===== src/design/mbox_cfg.svh =====
`ifndef MBOX_CFG_SVH
`define MBOX_CFG_SVH

// ------------------------------------------------------------
// mailbox build configuration
// ------------------------------------------------------------

// words per mailbox FIFO, at least 2
`define MBOX_DEPTH 8

// register word width
`define MBOX_DATA_W 32

// register index width
`define MBOX_ADDR_W 4

`endif


===== src/design/mbox_fifo_pkg.sv =====
`default_nettype none

`include "mbox_cfg.svh"

// types shared by the mailbox FIFOs and their users
package mbox_fifo_pkg;

  // one mailbox word
  typedef logic [`MBOX_DATA_W-1:0] mbox_data_t;

  // fill count 0..depth, one bit wider than the pointer
  typedef logic [$clog2(`MBOX_DEPTH):0] mbox_usage_t;

endpackage

`default_nettype wire


===== src/design/mbox_reg_pkg.sv =====
`default_nettype none

`include "mbox_cfg.svh"

// register map of one mailbox port
package mbox_reg_pkg;

  localparam int unsigned MBOX_NUM_REGS = 10; // indices at or above this are invalid

  typedef enum logic [`MBOX_ADDR_W-1:0] {
    MBOXW  = `MBOX_ADDR_W'd0, // mailbox write
    MBOXR  = `MBOX_ADDR_W'd1, // mailbox read
    STATUS = `MBOX_ADDR_W'd2, // read only
    ERROR  = `MBOX_ADDR_W'd3, // clear on read
    WIRQT  = `MBOX_ADDR_W'd4, // write threshold
    RIRQT  = `MBOX_ADDR_W'd5, // read threshold
    IRQS   = `MBOX_ADDR_W'd6, // irq status, write one to ack
    IRQEN  = `MBOX_ADDR_W'd7, // irq enable
    IRQP   = `MBOX_ADDR_W'd8, // irq pending, read only
    CTRL   = `MBOX_ADDR_W'd9  // fifo flush
  } mbox_reg_e;

  // ------------------------------------------------------------
  // write word as seen by IRQS, IRQEN and CTRL
  // ------------------------------------------------------------
  typedef struct packed {
    logic [`MBOX_DATA_W-4:0] rsvd; // ignored
    logic                    err;  // error irq
    logic                    rd;   // read side, read fifo flush on CTRL
    logic                    wr;   // write side, write fifo flush on CTRL
  } mbox_ctl_bits_t;

  // same word, decoded as a value or as control bits
  typedef union packed {
    logic [`MBOX_DATA_W-1:0] word; // thresholds and mailbox data
    mbox_ctl_bits_t          ctl;  // irq and flush bits
  } mbox_wword_u;

  // fixed read patterns
  localparam logic [`MBOX_DATA_W-1:0] MBOX_WO_PATTERN    = 32'hFEEDC0DE; // MBOXW read
  localparam logic [`MBOX_DATA_W-1:0] MBOX_EMPTY_PATTERN = 32'hFEEDDEAD; // empty MBOXR read

endpackage

`default_nettype wire


===== src/design/mbox_fifo.sv =====
`timescale 1ns/1ps
`default_nettype none

`include "mbox_cfg.svh"

module mbox_fifo import mbox_fifo_pkg::*; (
  input  logic        clk_i,
  input  logic        rst_i,
  input  logic        flush_i,  // empties the buffer, beats push and pop
  input  logic        push_i,
  input  mbox_data_t  wdata_i,
  input  logic        pop_i,
  output mbox_data_t  rdata_o,  // head word, valid while not empty
  output logic        full_o,
  output logic        empty_o,
  output mbox_usage_t usage_o
);

  localparam int unsigned      PTR_W    = $clog2(`MBOX_DEPTH);
  localparam logic [PTR_W-1:0] PTR_LAST = PTR_W'(`MBOX_DEPTH - 1);

  mbox_data_t       mem [`MBOX_DEPTH]; // circular storage
  logic [PTR_W-1:0] wr_ptr, rd_ptr;
  mbox_usage_t      usage_q;
  logic             do_push, do_pop;

  // wrap at depth, depth need not be a power of two
  function automatic logic [PTR_W-1:0] next_ptr(input logic [PTR_W-1:0] ptr);
    next_ptr = (ptr == PTR_LAST) ? '0 : ptr + 1'b1;
  endfunction

  assign full_o  = (usage_q == mbox_usage_t'(`MBOX_DEPTH));
  assign empty_o = (usage_q == '0);
  assign usage_o = usage_q;
  assign rdata_o = mem[rd_ptr]; // head is visible without a pop

  assign do_push = push_i & ~full_o;  // push on full is dropped
  assign do_pop  = pop_i  & ~empty_o; // pop on empty is dropped

  always_ff @(posedge clk_i) begin
    if (rst_i || flush_i) begin
      wr_ptr  <= '0;
      rd_ptr  <= '0;
      usage_q <= '0;
    end else begin
      if (do_push) wr_ptr <= next_ptr(wr_ptr);
      if (do_pop)  rd_ptr <= next_ptr(rd_ptr);
      case ({do_push, do_pop})
        2'b10:   usage_q <= usage_q + 1'b1;
        2'b01:   usage_q <= usage_q - 1'b1;
        default: ; // both or none, count holds
      endcase
    end
  end

  // storage
  always_ff @(posedge clk_i) begin
    if (do_push) mem[wr_ptr] <= wdata_i;
  end

endmodule

`default_nettype wire


===== src/design/mbox_port_decode.sv =====
`timescale 1ns/1ps
`default_nettype none

`include "mbox_cfg.svh"

module mbox_port_decode import mbox_reg_pkg::*; (
  input  logic                    clk_i,
  input  logic                    rst_i,
  input  logic                    req_i,    // one cycle strobe
  input  logic                    we_i,
  input  logic [`MBOX_ADDR_W-1:0] addr_i,   // register index
  input  logic [`MBOX_DATA_W-1:0] wdata_i,
  output logic                    d_valid_o,
  output logic                    d_we_o,
  output mbox_reg_e               d_reg_o,
  output logic                    d_ok_o,   // index names a register
  output mbox_wword_u             d_wdata_o
);

  // request strobe
  always_ff @(posedge clk_i) begin
    if (rst_i) begin
      d_valid_o <= 1'b0;
    end else begin
      d_valid_o <= req_i;
    end
  end

  // ------------------------------------------------------------
  // request payload, only meaningful with d_valid_o
  // ------------------------------------------------------------
  always_ff @(posedge clk_i) begin
    if (req_i) begin
      d_we_o         <= we_i;
      d_reg_o        <= mbox_reg_e'(addr_i); // out of range values kept, d_ok_o flags them
      d_ok_o         <= (addr_i < `MBOX_ADDR_W'(MBOX_NUM_REGS));
      d_wdata_o.word <= wdata_i;             // execute picks word or ctl view
    end
  end

endmodule

`default_nettype wire


===== src/design/mbox_port_exec.sv =====
`timescale 1ns/1ps
`default_nettype none

`include "mbox_cfg.svh"

module mbox_port_exec import mbox_fifo_pkg::*, mbox_reg_pkg::*; (
  input  logic        clk_i,
  input  logic        rst_i,
  // from decode
  input  logic        d_valid_i,
  input  logic        d_we_i,
  input  mbox_reg_e   d_reg_i,
  input  logic        d_ok_i,
  input  mbox_wword_u d_wdata_i,
  // fifo state, as it stood before this edge
  input  logic        w_full_i,
  input  mbox_usage_t w_usage_i,
  input  logic        r_empty_i,
  input  mbox_usage_t r_usage_i,
  // fifo control
  output logic        push_o,
  output logic        pop_o,
  output logic        w_flush_o,
  output logic        r_flush_o,
  // towards result
  output logic        e_valid_o,
  output logic        e_we_o,
  output mbox_reg_e   e_reg_o,
  output logic        e_err_o,
  output logic [3:0]  status_o, // {rd thr, wr thr, wr full, rd empty}
  output logic [1:0]  error_o,  // {write on full, read on empty}
  output mbox_data_t  wirqt_o,
  output mbox_data_t  rirqt_o,
  output logic [2:0]  irqs_o,   // {err, rd, wr}
  output logic [2:0]  irqen_o,
  output logic        irq_o
);

  localparam mbox_data_t THR_MAX = mbox_data_t'(`MBOX_DEPTH - 1); // threshold ceiling

  logic [1:0] error_q, error_d;
  mbox_data_t wirqt_q, wirqt_d;
  mbox_data_t rirqt_q, rirqt_d;
  logic [2:0] irqs_q,  irqs_d;
  logic [2:0] irqen_q, irqen_d;
  logic [2:0] irqs_ack;  // ones written to IRQS
  logic       fault;     // full or empty access
  logic       ro_wr;     // write to a read only register

  // usage strictly above threshold, so THR_MAX still fires on full
  assign status_o = {mbox_data_t'(r_usage_i) > rirqt_q,
                     mbox_data_t'(w_usage_i) > wirqt_q,
                     w_full_i,
                     r_empty_i};

  // ------------------------------------------------------------
  // operation execute
  // ------------------------------------------------------------
  always_comb begin
    push_o    = 1'b0;
    pop_o     = 1'b0;
    w_flush_o = 1'b0;
    r_flush_o = 1'b0;
    fault     = 1'b0;
    ro_wr     = 1'b0;
    irqs_ack  = '0;
    error_d   = error_q;
    wirqt_d   = wirqt_q;
    rirqt_d   = rirqt_q;
    irqen_d   = irqen_q;
    irqs_d    = irqs_q | {1'b0, status_o[3], status_o[2]}; // threshold conditions

    if (d_valid_i && d_ok_i) begin
      case (d_reg_i)
        MBOXW: begin
          if (d_we_i && !w_full_i) begin
            push_o = 1'b1;
          end else if (d_we_i) begin
            error_d[1] = 1'b1; // write on full
            irqs_d[2]  = 1'b1;
            fault      = 1'b1;
          end
        end
        MBOXR: begin
          if (d_we_i) begin
            ro_wr = 1'b1;
          end else if (!r_empty_i) begin
            pop_o = 1'b1;
          end else begin
            error_d[0] = 1'b1; // read on empty
            irqs_d[2]  = 1'b1;
            fault      = 1'b1;
          end
        end
        STATUS, IRQP: ro_wr = d_we_i;
        ERROR: begin
          if (d_we_i) ro_wr = 1'b1;
          else        error_d = '0; // cleared by its read
        end
        WIRQT: if (d_we_i) wirqt_d = (d_wdata_i.word > THR_MAX) ? THR_MAX : d_wdata_i.word;
        RIRQT: if (d_we_i) rirqt_d = (d_wdata_i.word > THR_MAX) ? THR_MAX : d_wdata_i.word;
        IRQS: begin
          if (d_we_i) irqs_ack = {d_wdata_i.ctl.err, d_wdata_i.ctl.rd, d_wdata_i.ctl.wr};
        end
        IRQEN: begin
          if (d_we_i) irqen_d = {d_wdata_i.ctl.err, d_wdata_i.ctl.rd, d_wdata_i.ctl.wr};
        end
        CTRL: begin
          if (d_we_i) begin
            r_flush_o = d_wdata_i.ctl.rd;
            w_flush_o = d_wdata_i.ctl.wr;
          end
        end
        default: ;
      endcase
    end

    irqs_d = irqs_d & ~irqs_ack; // ack beats a set in the same cycle
  end

  always_ff @(posedge clk_i) begin
    if (rst_i) begin
      error_q <= '0;
      wirqt_q <= '0;
      rirqt_q <= '0;
      irqs_q  <= '0;
      irqen_q <= '0;
    end else begin
      error_q <= error_d;
      wirqt_q <= wirqt_d;
      rirqt_q <= rirqt_d;
      irqs_q  <= irqs_d;
      irqen_q <= irqen_d;
    end
  end

  // pass through to result, response registered there
  assign e_valid_o = d_valid_i;
  assign e_we_o    = d_we_i;
  assign e_reg_o   = d_reg_i;
  assign e_err_o   = d_valid_i & (~d_ok_i | fault | ro_wr);

  assign error_o = error_q;
  assign wirqt_o = wirqt_q;
  assign rirqt_o = rirqt_q;
  assign irqs_o  = irqs_q;
  assign irqen_o = irqen_q;
  assign irq_o   = |(irqs_q & irqen_q); // level, from registers only

endmodule

`default_nettype wire


===== src/design/mbox_port_result.sv =====
`timescale 1ns/1ps
`default_nettype none

`include "mbox_cfg.svh"

module mbox_port_result import mbox_fifo_pkg::*, mbox_reg_pkg::*; (
  input  logic       clk_i,
  input  logic       rst_i,
  input  logic       e_valid_i,
  input  logic       e_we_i,
  input  mbox_reg_e  e_reg_i,
  input  logic       e_err_i,
  input  mbox_data_t pop_data_i,  // head of the read fifo
  input  logic [3:0] status_i,
  input  logic [1:0] error_i,
  input  mbox_data_t wirqt_i,
  input  mbox_data_t rirqt_i,
  input  logic [2:0] irqs_i,
  input  logic [2:0] irqen_i,
  output logic       rsp_valid_o,
  output mbox_data_t rdata_o,
  output logic       rsp_err_o
);

  mbox_data_t rdata_d;

  // ------------------------------------------------------------
  // read data select with zero for writes and bad indices
  // ------------------------------------------------------------
  always_comb begin
    rdata_d = '0;
    if (!e_we_i) begin
      case (e_reg_i)
        MBOXW:   rdata_d = MBOX_WO_PATTERN;
        MBOXR:   rdata_d = e_err_i ? MBOX_EMPTY_PATTERN : pop_data_i; // err here means empty
        STATUS:  rdata_d = mbox_data_t'(status_i);
        ERROR:   rdata_d = mbox_data_t'(error_i); // value before the clear
        WIRQT:   rdata_d = wirqt_i;
        RIRQT:   rdata_d = rirqt_i;
        IRQS:    rdata_d = mbox_data_t'(irqs_i);
        IRQEN:   rdata_d = mbox_data_t'(irqen_i);
        IRQP:    rdata_d = mbox_data_t'(irqs_i & irqen_i);
        default: rdata_d = '0; // CTRL flushes are pulses with nothing to read back
      endcase
    end
  end

  always_ff @(posedge clk_i) begin
    if (rst_i) begin
      rsp_valid_o <= 1'b0;
      rsp_err_o   <= 1'b0;
    end else begin
      rsp_valid_o <= e_valid_i;
      rsp_err_o   <= e_err_i;
    end
  end

  always_ff @(posedge clk_i) begin
    if (e_valid_i) rdata_o <= rdata_d;
  end

endmodule

`default_nettype wire


===== src/design/mbox_dual.sv =====
`timescale 1ns/1ps
`default_nettype none

`include "mbox_cfg.svh"

module mbox_dual import mbox_fifo_pkg::*, mbox_reg_pkg::*; (
  input  logic                    clk_i,
  input  logic                    rst_i,
  // port 0
  input  logic                    req_0_i,
  input  logic                    we_0_i,
  input  logic [`MBOX_ADDR_W-1:0] addr_0_i,
  input  logic [`MBOX_DATA_W-1:0] wdata_0_i,
  output logic                    rsp_valid_0_o,
  output logic [`MBOX_DATA_W-1:0] rdata_0_o,
  output logic                    rsp_err_0_o,
  output logic                    irq_0_o,
  // port 1
  input  logic                    req_1_i,
  input  logic                    we_1_i,
  input  logic [`MBOX_ADDR_W-1:0] addr_1_i,
  input  logic [`MBOX_DATA_W-1:0] wdata_1_i,
  output logic                    rsp_valid_1_o,
  output logic [`MBOX_DATA_W-1:0] rdata_1_o,
  output logic                    rsp_err_1_o,
  output logic                    irq_1_o
);

  // index is the port, or for fifo state the writing port (0 is a2b, 1 is b2a)
  logic [1:0] req, we, d_valid, d_we, d_ok, e_valid, e_we, e_err;
  logic [1:0] push, pop, w_flush, r_flush, full, empty, rsp_valid, rsp_err, irq;
  logic [`MBOX_ADDR_W-1:0] addr [2];
  mbox_data_t  wdata [2], fifo_rdata [2], rdata [2], wirqt [2], rirqt [2];
  mbox_reg_e   d_reg [2], e_reg [2];
  mbox_wword_u d_wdata [2];
  mbox_usage_t usage [2];
  logic [3:0]  status [2];
  logic [1:0]  error [2];
  logic [2:0]  irqs [2], irqen [2];

  assign req   = {req_1_i, req_0_i};
  assign we    = {we_1_i, we_0_i};
  assign addr  = '{addr_0_i, addr_1_i};
  assign wdata = '{wdata_0_i, wdata_1_i};

  assign {rsp_valid_1_o, rsp_valid_0_o} = rsp_valid;
  assign {rsp_err_1_o, rsp_err_0_o}     = rsp_err;
  assign {irq_1_o, irq_0_o}             = irq;
  assign rdata_0_o = rdata[0];
  assign rdata_1_o = rdata[1];

  // ------------------------------------------------------------
  // per port pipeline, writes fifo k and reads fifo 1-k
  // ------------------------------------------------------------
  for (genvar k = 0; k < 2; k++) begin : gen_port
    mbox_port_decode i_decode (
      .clk_i, .rst_i,
      .req_i (req[k]), .we_i (we[k]), .addr_i (addr[k]), .wdata_i (wdata[k]),
      .d_valid_o (d_valid[k]), .d_we_o (d_we[k]), .d_reg_o (d_reg[k]),
      .d_ok_o (d_ok[k]), .d_wdata_o (d_wdata[k])
    );

    mbox_port_exec i_exec (
      .clk_i, .rst_i,
      .d_valid_i (d_valid[k]), .d_we_i (d_we[k]), .d_reg_i (d_reg[k]),
      .d_ok_i (d_ok[k]), .d_wdata_i (d_wdata[k]),
      .w_full_i (full[k]), .w_usage_i (usage[k]),
      .r_empty_i (empty[1-k]), .r_usage_i (usage[1-k]),
      .push_o (push[k]), .pop_o (pop[k]), .w_flush_o (w_flush[k]), .r_flush_o (r_flush[k]),
      .e_valid_o (e_valid[k]), .e_we_o (e_we[k]), .e_reg_o (e_reg[k]), .e_err_o (e_err[k]),
      .status_o (status[k]), .error_o (error[k]), .wirqt_o (wirqt[k]), .rirqt_o (rirqt[k]),
      .irqs_o (irqs[k]), .irqen_o (irqen[k]), .irq_o (irq[k])
    );

    mbox_port_result i_result (
      .clk_i, .rst_i,
      .e_valid_i (e_valid[k]), .e_we_i (e_we[k]), .e_reg_i (e_reg[k]), .e_err_i (e_err[k]),
      .pop_data_i (fifo_rdata[1-k]), .status_i (status[k]), .error_i (error[k]),
      .wirqt_i (wirqt[k]), .rirqt_i (rirqt[k]), .irqs_i (irqs[k]), .irqen_i (irqen[k]),
      .rsp_valid_o (rsp_valid[k]), .rdata_o (rdata[k]), .rsp_err_o (rsp_err[k])
    );

    // fifo k, flushed by its writer or by its reader
    mbox_fifo i_fifo (
      .clk_i, .rst_i,
      .flush_i (w_flush[k] | r_flush[1-k]),
      .push_i (push[k]), .wdata_i (d_wdata[k].word), .pop_i (pop[1-k]),
      .rdata_o (fifo_rdata[k]), .full_o (full[k]), .empty_o (empty[k]), .usage_o (usage[k])
    );
  end

endmodule

`default_nettype wire


===== config.mk =====
export PLATFORM = sky130hd
export DESIGN_NAME = mbox_dual
export DESIGN_NICKNAME = d
export VERILOG_FILES = /design/src/design/mbox_fifo_pkg.sv /design/src/design/mbox_reg_pkg.sv /design/src/design/mbox_fifo.sv /design/src/design/mbox_port_decode.sv /design/src/design/mbox_port_exec.sv /design/src/design/mbox_port_result.sv /design/src/design/mbox_dual.sv
export VERILOG_INCLUDE_DIRS = /design/src /design/src/design
export SDC_FILE = /design/constraint.sdc
export NUM_CORES = 1
export LEC_CHECK = 0
export BUFFER_PORTS_ARGS = -buffer_cell sky130_fd_sc_hd__buf_2
export CORE_MARGIN = 2
export CORE_UTILIZATION = 30
export DETAILED_ROUTE_END_ITERATION = 16
export SYNTH_ARGS = -nofsm -noshare
export SYNTH_HDL_FRONTEND = slang
export SYNTH_SLANG_ARGS = --single-unit

===== constraint.sdc =====
create_clock -name clk_i -period 6.2 [get_ports clk_i]
set_clock_uncertainty 0.2 [all_clocks]
set_input_delay 0.62 -clock clk_i [delete_from_list [all_inputs] [get_ports clk_i]]
set_output_delay 0.62 -clock clk_i [all_outputs]
set_load 0.1 [all_outputs]

==> impl_metrics.ini <==
[status]
status = complete, no violations

[critical_path]
critical_path_arrival_ns = 4.06
crit_fanout = 32
r2r_slack_ns = 2.19
crit_buf_inv = 2
crit_type = flip-flop to flip-flop
required_ns = 6.25
slowest_stage = nor2_4
crit_path_end_kind = flip-flop
cp-start-kind = flip-flop
path_delay_family = simple AND/OR/NAND/NOR gates
path_cells = nor4_4, buf_4, or3b_1, inv_1, nand2_1, nor2_4
cpPeakStageDelay_ns = 0.98

[sta]
post-route-period-util_pct = 64.7
hold_viol_final = 0
setup_viol = 0
fmax_ghz = 0.249
slew_violations = 0
period_needed_ns = 4.01
hold_slack_ns = 0.0104
fin_setup_tns_ns = 0
rsz0062_at_grt = no
slew_headroom_pct = 20.8
tightest_slew_ns = 1.19

[final_layout]
fill_cells = 9722
drive_gt1_share_pct = 23.8
area_growth_syn_to_layout_pct = 18.7
seq_area_mm2 = 0.0231
fin_nets = 2196
final_common_cell = edfxtp_1
final_core_util_pct = 35.9
mostFrequentLayoutCells = edfxtp_1 (652), dfxtp_1 (171), buf_2 (147)
final_cells = 3550
multi_input_comb_area_mm2 = 0.00827

[flow_run]
drv_cap = 0

[floorplan]
dieArea_mm2 = 0.109
rows = 119
die_w_um = 330
core_mm2 = 0.105
start_util_pct = 30.2
io_pins = 148
die_height_um = 330

[drt]
route.detailed.drc = 0
wl_per_cell_um = 20.9
drtAntennaViolNets = 0
vias = 17400
first_iter_violations = 1712
viasPerCell = 4.91
wl_um = 74100
first_pass_iters = 5

[cts]
clkTransAtPathRegs_ns = 0.07
ctsResizeCount = 0
cts_tree = yes
numCtsBuffers = 86
cts.sinks = 828
post_cts_buffers = 0
cts_buffer_depth = 3
root_buffer = clkbuf_16
h-tree-depth = 3
insertion_delay_ns = 0.67

[synthesis]
synth_edf_count = 652
synth.distinct_cells = 68
synth_area_mm2 = 0.0318
ys.flop_type = edfxtp_1
syn_avg_cell_area_um2 = 17.2
async_flop_share_pct = 0
synthCells = 1853
yosys_warnings = 0
synth_seq_area_share_pct = 72.6
syn_nets = 1963
ys_seq_elements = 828

[power]
peakVddDrop_v = 0.000211
power.share.combinational_pct = 3.1
leakage_nw = 12.1
p_clk_share_pct = 43.8
sw_frac_of_total_pct = 21.7
p_int_mw = 9.18
power.switching_mw = 2.54
p_total_mw = 11.7
p_per_area_mw_per_mm2 = 310
seq_power_share_pct = 53.1

[placed_design]
port_buffers = 147
dp.final_hpwl_um = 46800
dp.cells = 3320
gp_congestion = 0.846

[grt]
grt-ovfl-total = 0
grt_use_total_pct = 13.6
antenna_found_initial = 0
grt_max_degree = 65
grt_pass1_vias = 17600
grt_pass1_wl_um = 111000

[hold_path]
worstHoldPathType = input port to flip-flop
## registers in the layout (all words and copies together), names as in the netlist, named ones only
signal / count
gen_port.i_fifo.mem: 512
gen_port.i_decode.d_we_o: 2
gen_port.i_result.rsp_err_o: 2
gen_port.i_exec.error_o: 4
gen_port.i_exec.irqen_o: 6
gen_port.i_fifo.wr_ptr: 6
gen_port.i_fifo.rd_ptr: 6
gen_port.i_exec.rirqt_o: 64
gen_port.i_result.rsp_valid_o: 2
gen_port.i_exec.irqs_o: 6
gen_port.i_fifo.usage_o: 8
gen_port.i_result.rdata_o: 64
gen_port.i_decode.d_ok_o: 2
gen_port.i_decode.d_wdata_o: 64
gen_port.i_decode.d_valid_o: 2
gen_port.i_decode.d_reg_o: 8
gen_port.i_exec.wirqt_o: 64
## cells by family after synthesis
| logic type | after synthesis | share of synthesized area, % |
|---|---|---|
| DFF | 828 | 72.6 |
| adders and majority gates | 32 | 1.30 |
| xor gates and xnor gates | 6 | 0.165 |
| buffers and inverters | 141 | 1.90 |
| AOI/OAI and AO/OA | 283 | 5.78 |
| and+or+nand+nor | 360 | 6.64 |
| muxes | 203 | 11.6 |
## cells in the mapped netlist, types with 11 or more instances
cell type,count,share of area (%)
a221oi_1,40,1.1
inv_1,37,0.44
dfxtp_1,176,11
nand4_1,15,0.29
nor3_1,21,0.33
o22ai_1,15,0.29
ha_1,30,1.2
edfxtp_1,652,62
a21oi_1,81,1.3
a211oi_1,19,0.45
mux4_2,129,9.1
buf_2,34,0.53
clkbuf_1,56,0.66
and2_1,116,2.3
nor2b_1,15,0.29
mux2_2,45,1.6
nand2_1,30,0.35
mux2i_1,29,0.91
nand3_1,11,0.17
o21ai_0,19,0.30
o21ai_1,46,0.72
nor2_1,64,0.75
a22oi_1,20,0.47
nor4_1,44,0.86
## per-layer routing
metal | part of all wire [%] | global-route usage, %
met1 | 43 | 18.4
met2 | 48 | 22.3
met3 | 6.0 | 2.31
met4 | 2.2 | 4.27
met5 | 0 | 0
## path summary, 6_finish.rpt
kind	depth (start not counted)	start	end
max	6	gen_port[1].i_decode.d_reg_o[0]	gen_port[1].i_fifo.mem[3][10]
min	1	wdata_1_i[2]	gen_port[1].i_decode.d_wdata_o[2]
max reg2reg	6	gen_port[1].i_decode.d_reg_o[0]	gen_port[1].i_fifo.mem[3][10]
min reg2reg	2	gen_port[1].i_exec.error_o[1]	gen_port[1].i_exec.error_o[1]
## metrics by stage
step | cell area (µm²) | worst slack [ns]
2_1_floorplan | 31800 | 0.421
3_3_place_gp | 34200 | 2.34
3_5_place_dp | 34200 | 2.17
4_1_cts | 37800 | 2.14
5_1_grt | 37800 | 1.93
6_report | 37800 | 2.19
## power by group through the flow
stage          combinational [mW]  sequential [mW]  clock (mW)
3_3_place_gp                0.324             6.33           0
4_1_cts                     0.365             6.22        5.26
3_5_place_dp                0.329             6.34           0
6_report                    0.364             6.22        5.14
2_1_floorplan               0.117             6.40           0
5_1_grt                     0.386             6.23        5.47
## final cells by class
cell class              count  area share [%]
flip-flops and latches    828            61.2
multi-input cells         884            21.9
clock buffers             114            6.17
well taps                1391            4.61
repair buffers            249            4.43
clock inverters            46            1.35
inverters                  37           0.368
diodes                      1         0.00662
## worst register-to-register path, stage by stage (launching register included)
cell and delay [ns]:
edfxtp_1 0.73, nor4_4 0.36, buf_4 0.31, or3b_1 0.62
inv_1 0.16, nand2_1 0.22, nor2_4 0.98
## timing repair
action | 4_1_cts | 5_1_grt
hold endpoints to repair | 70 | 0
endpoints found under the setup margin | 0 | 0
hold buffers | 69 | 0
Power figures use the tool's default switching activity.
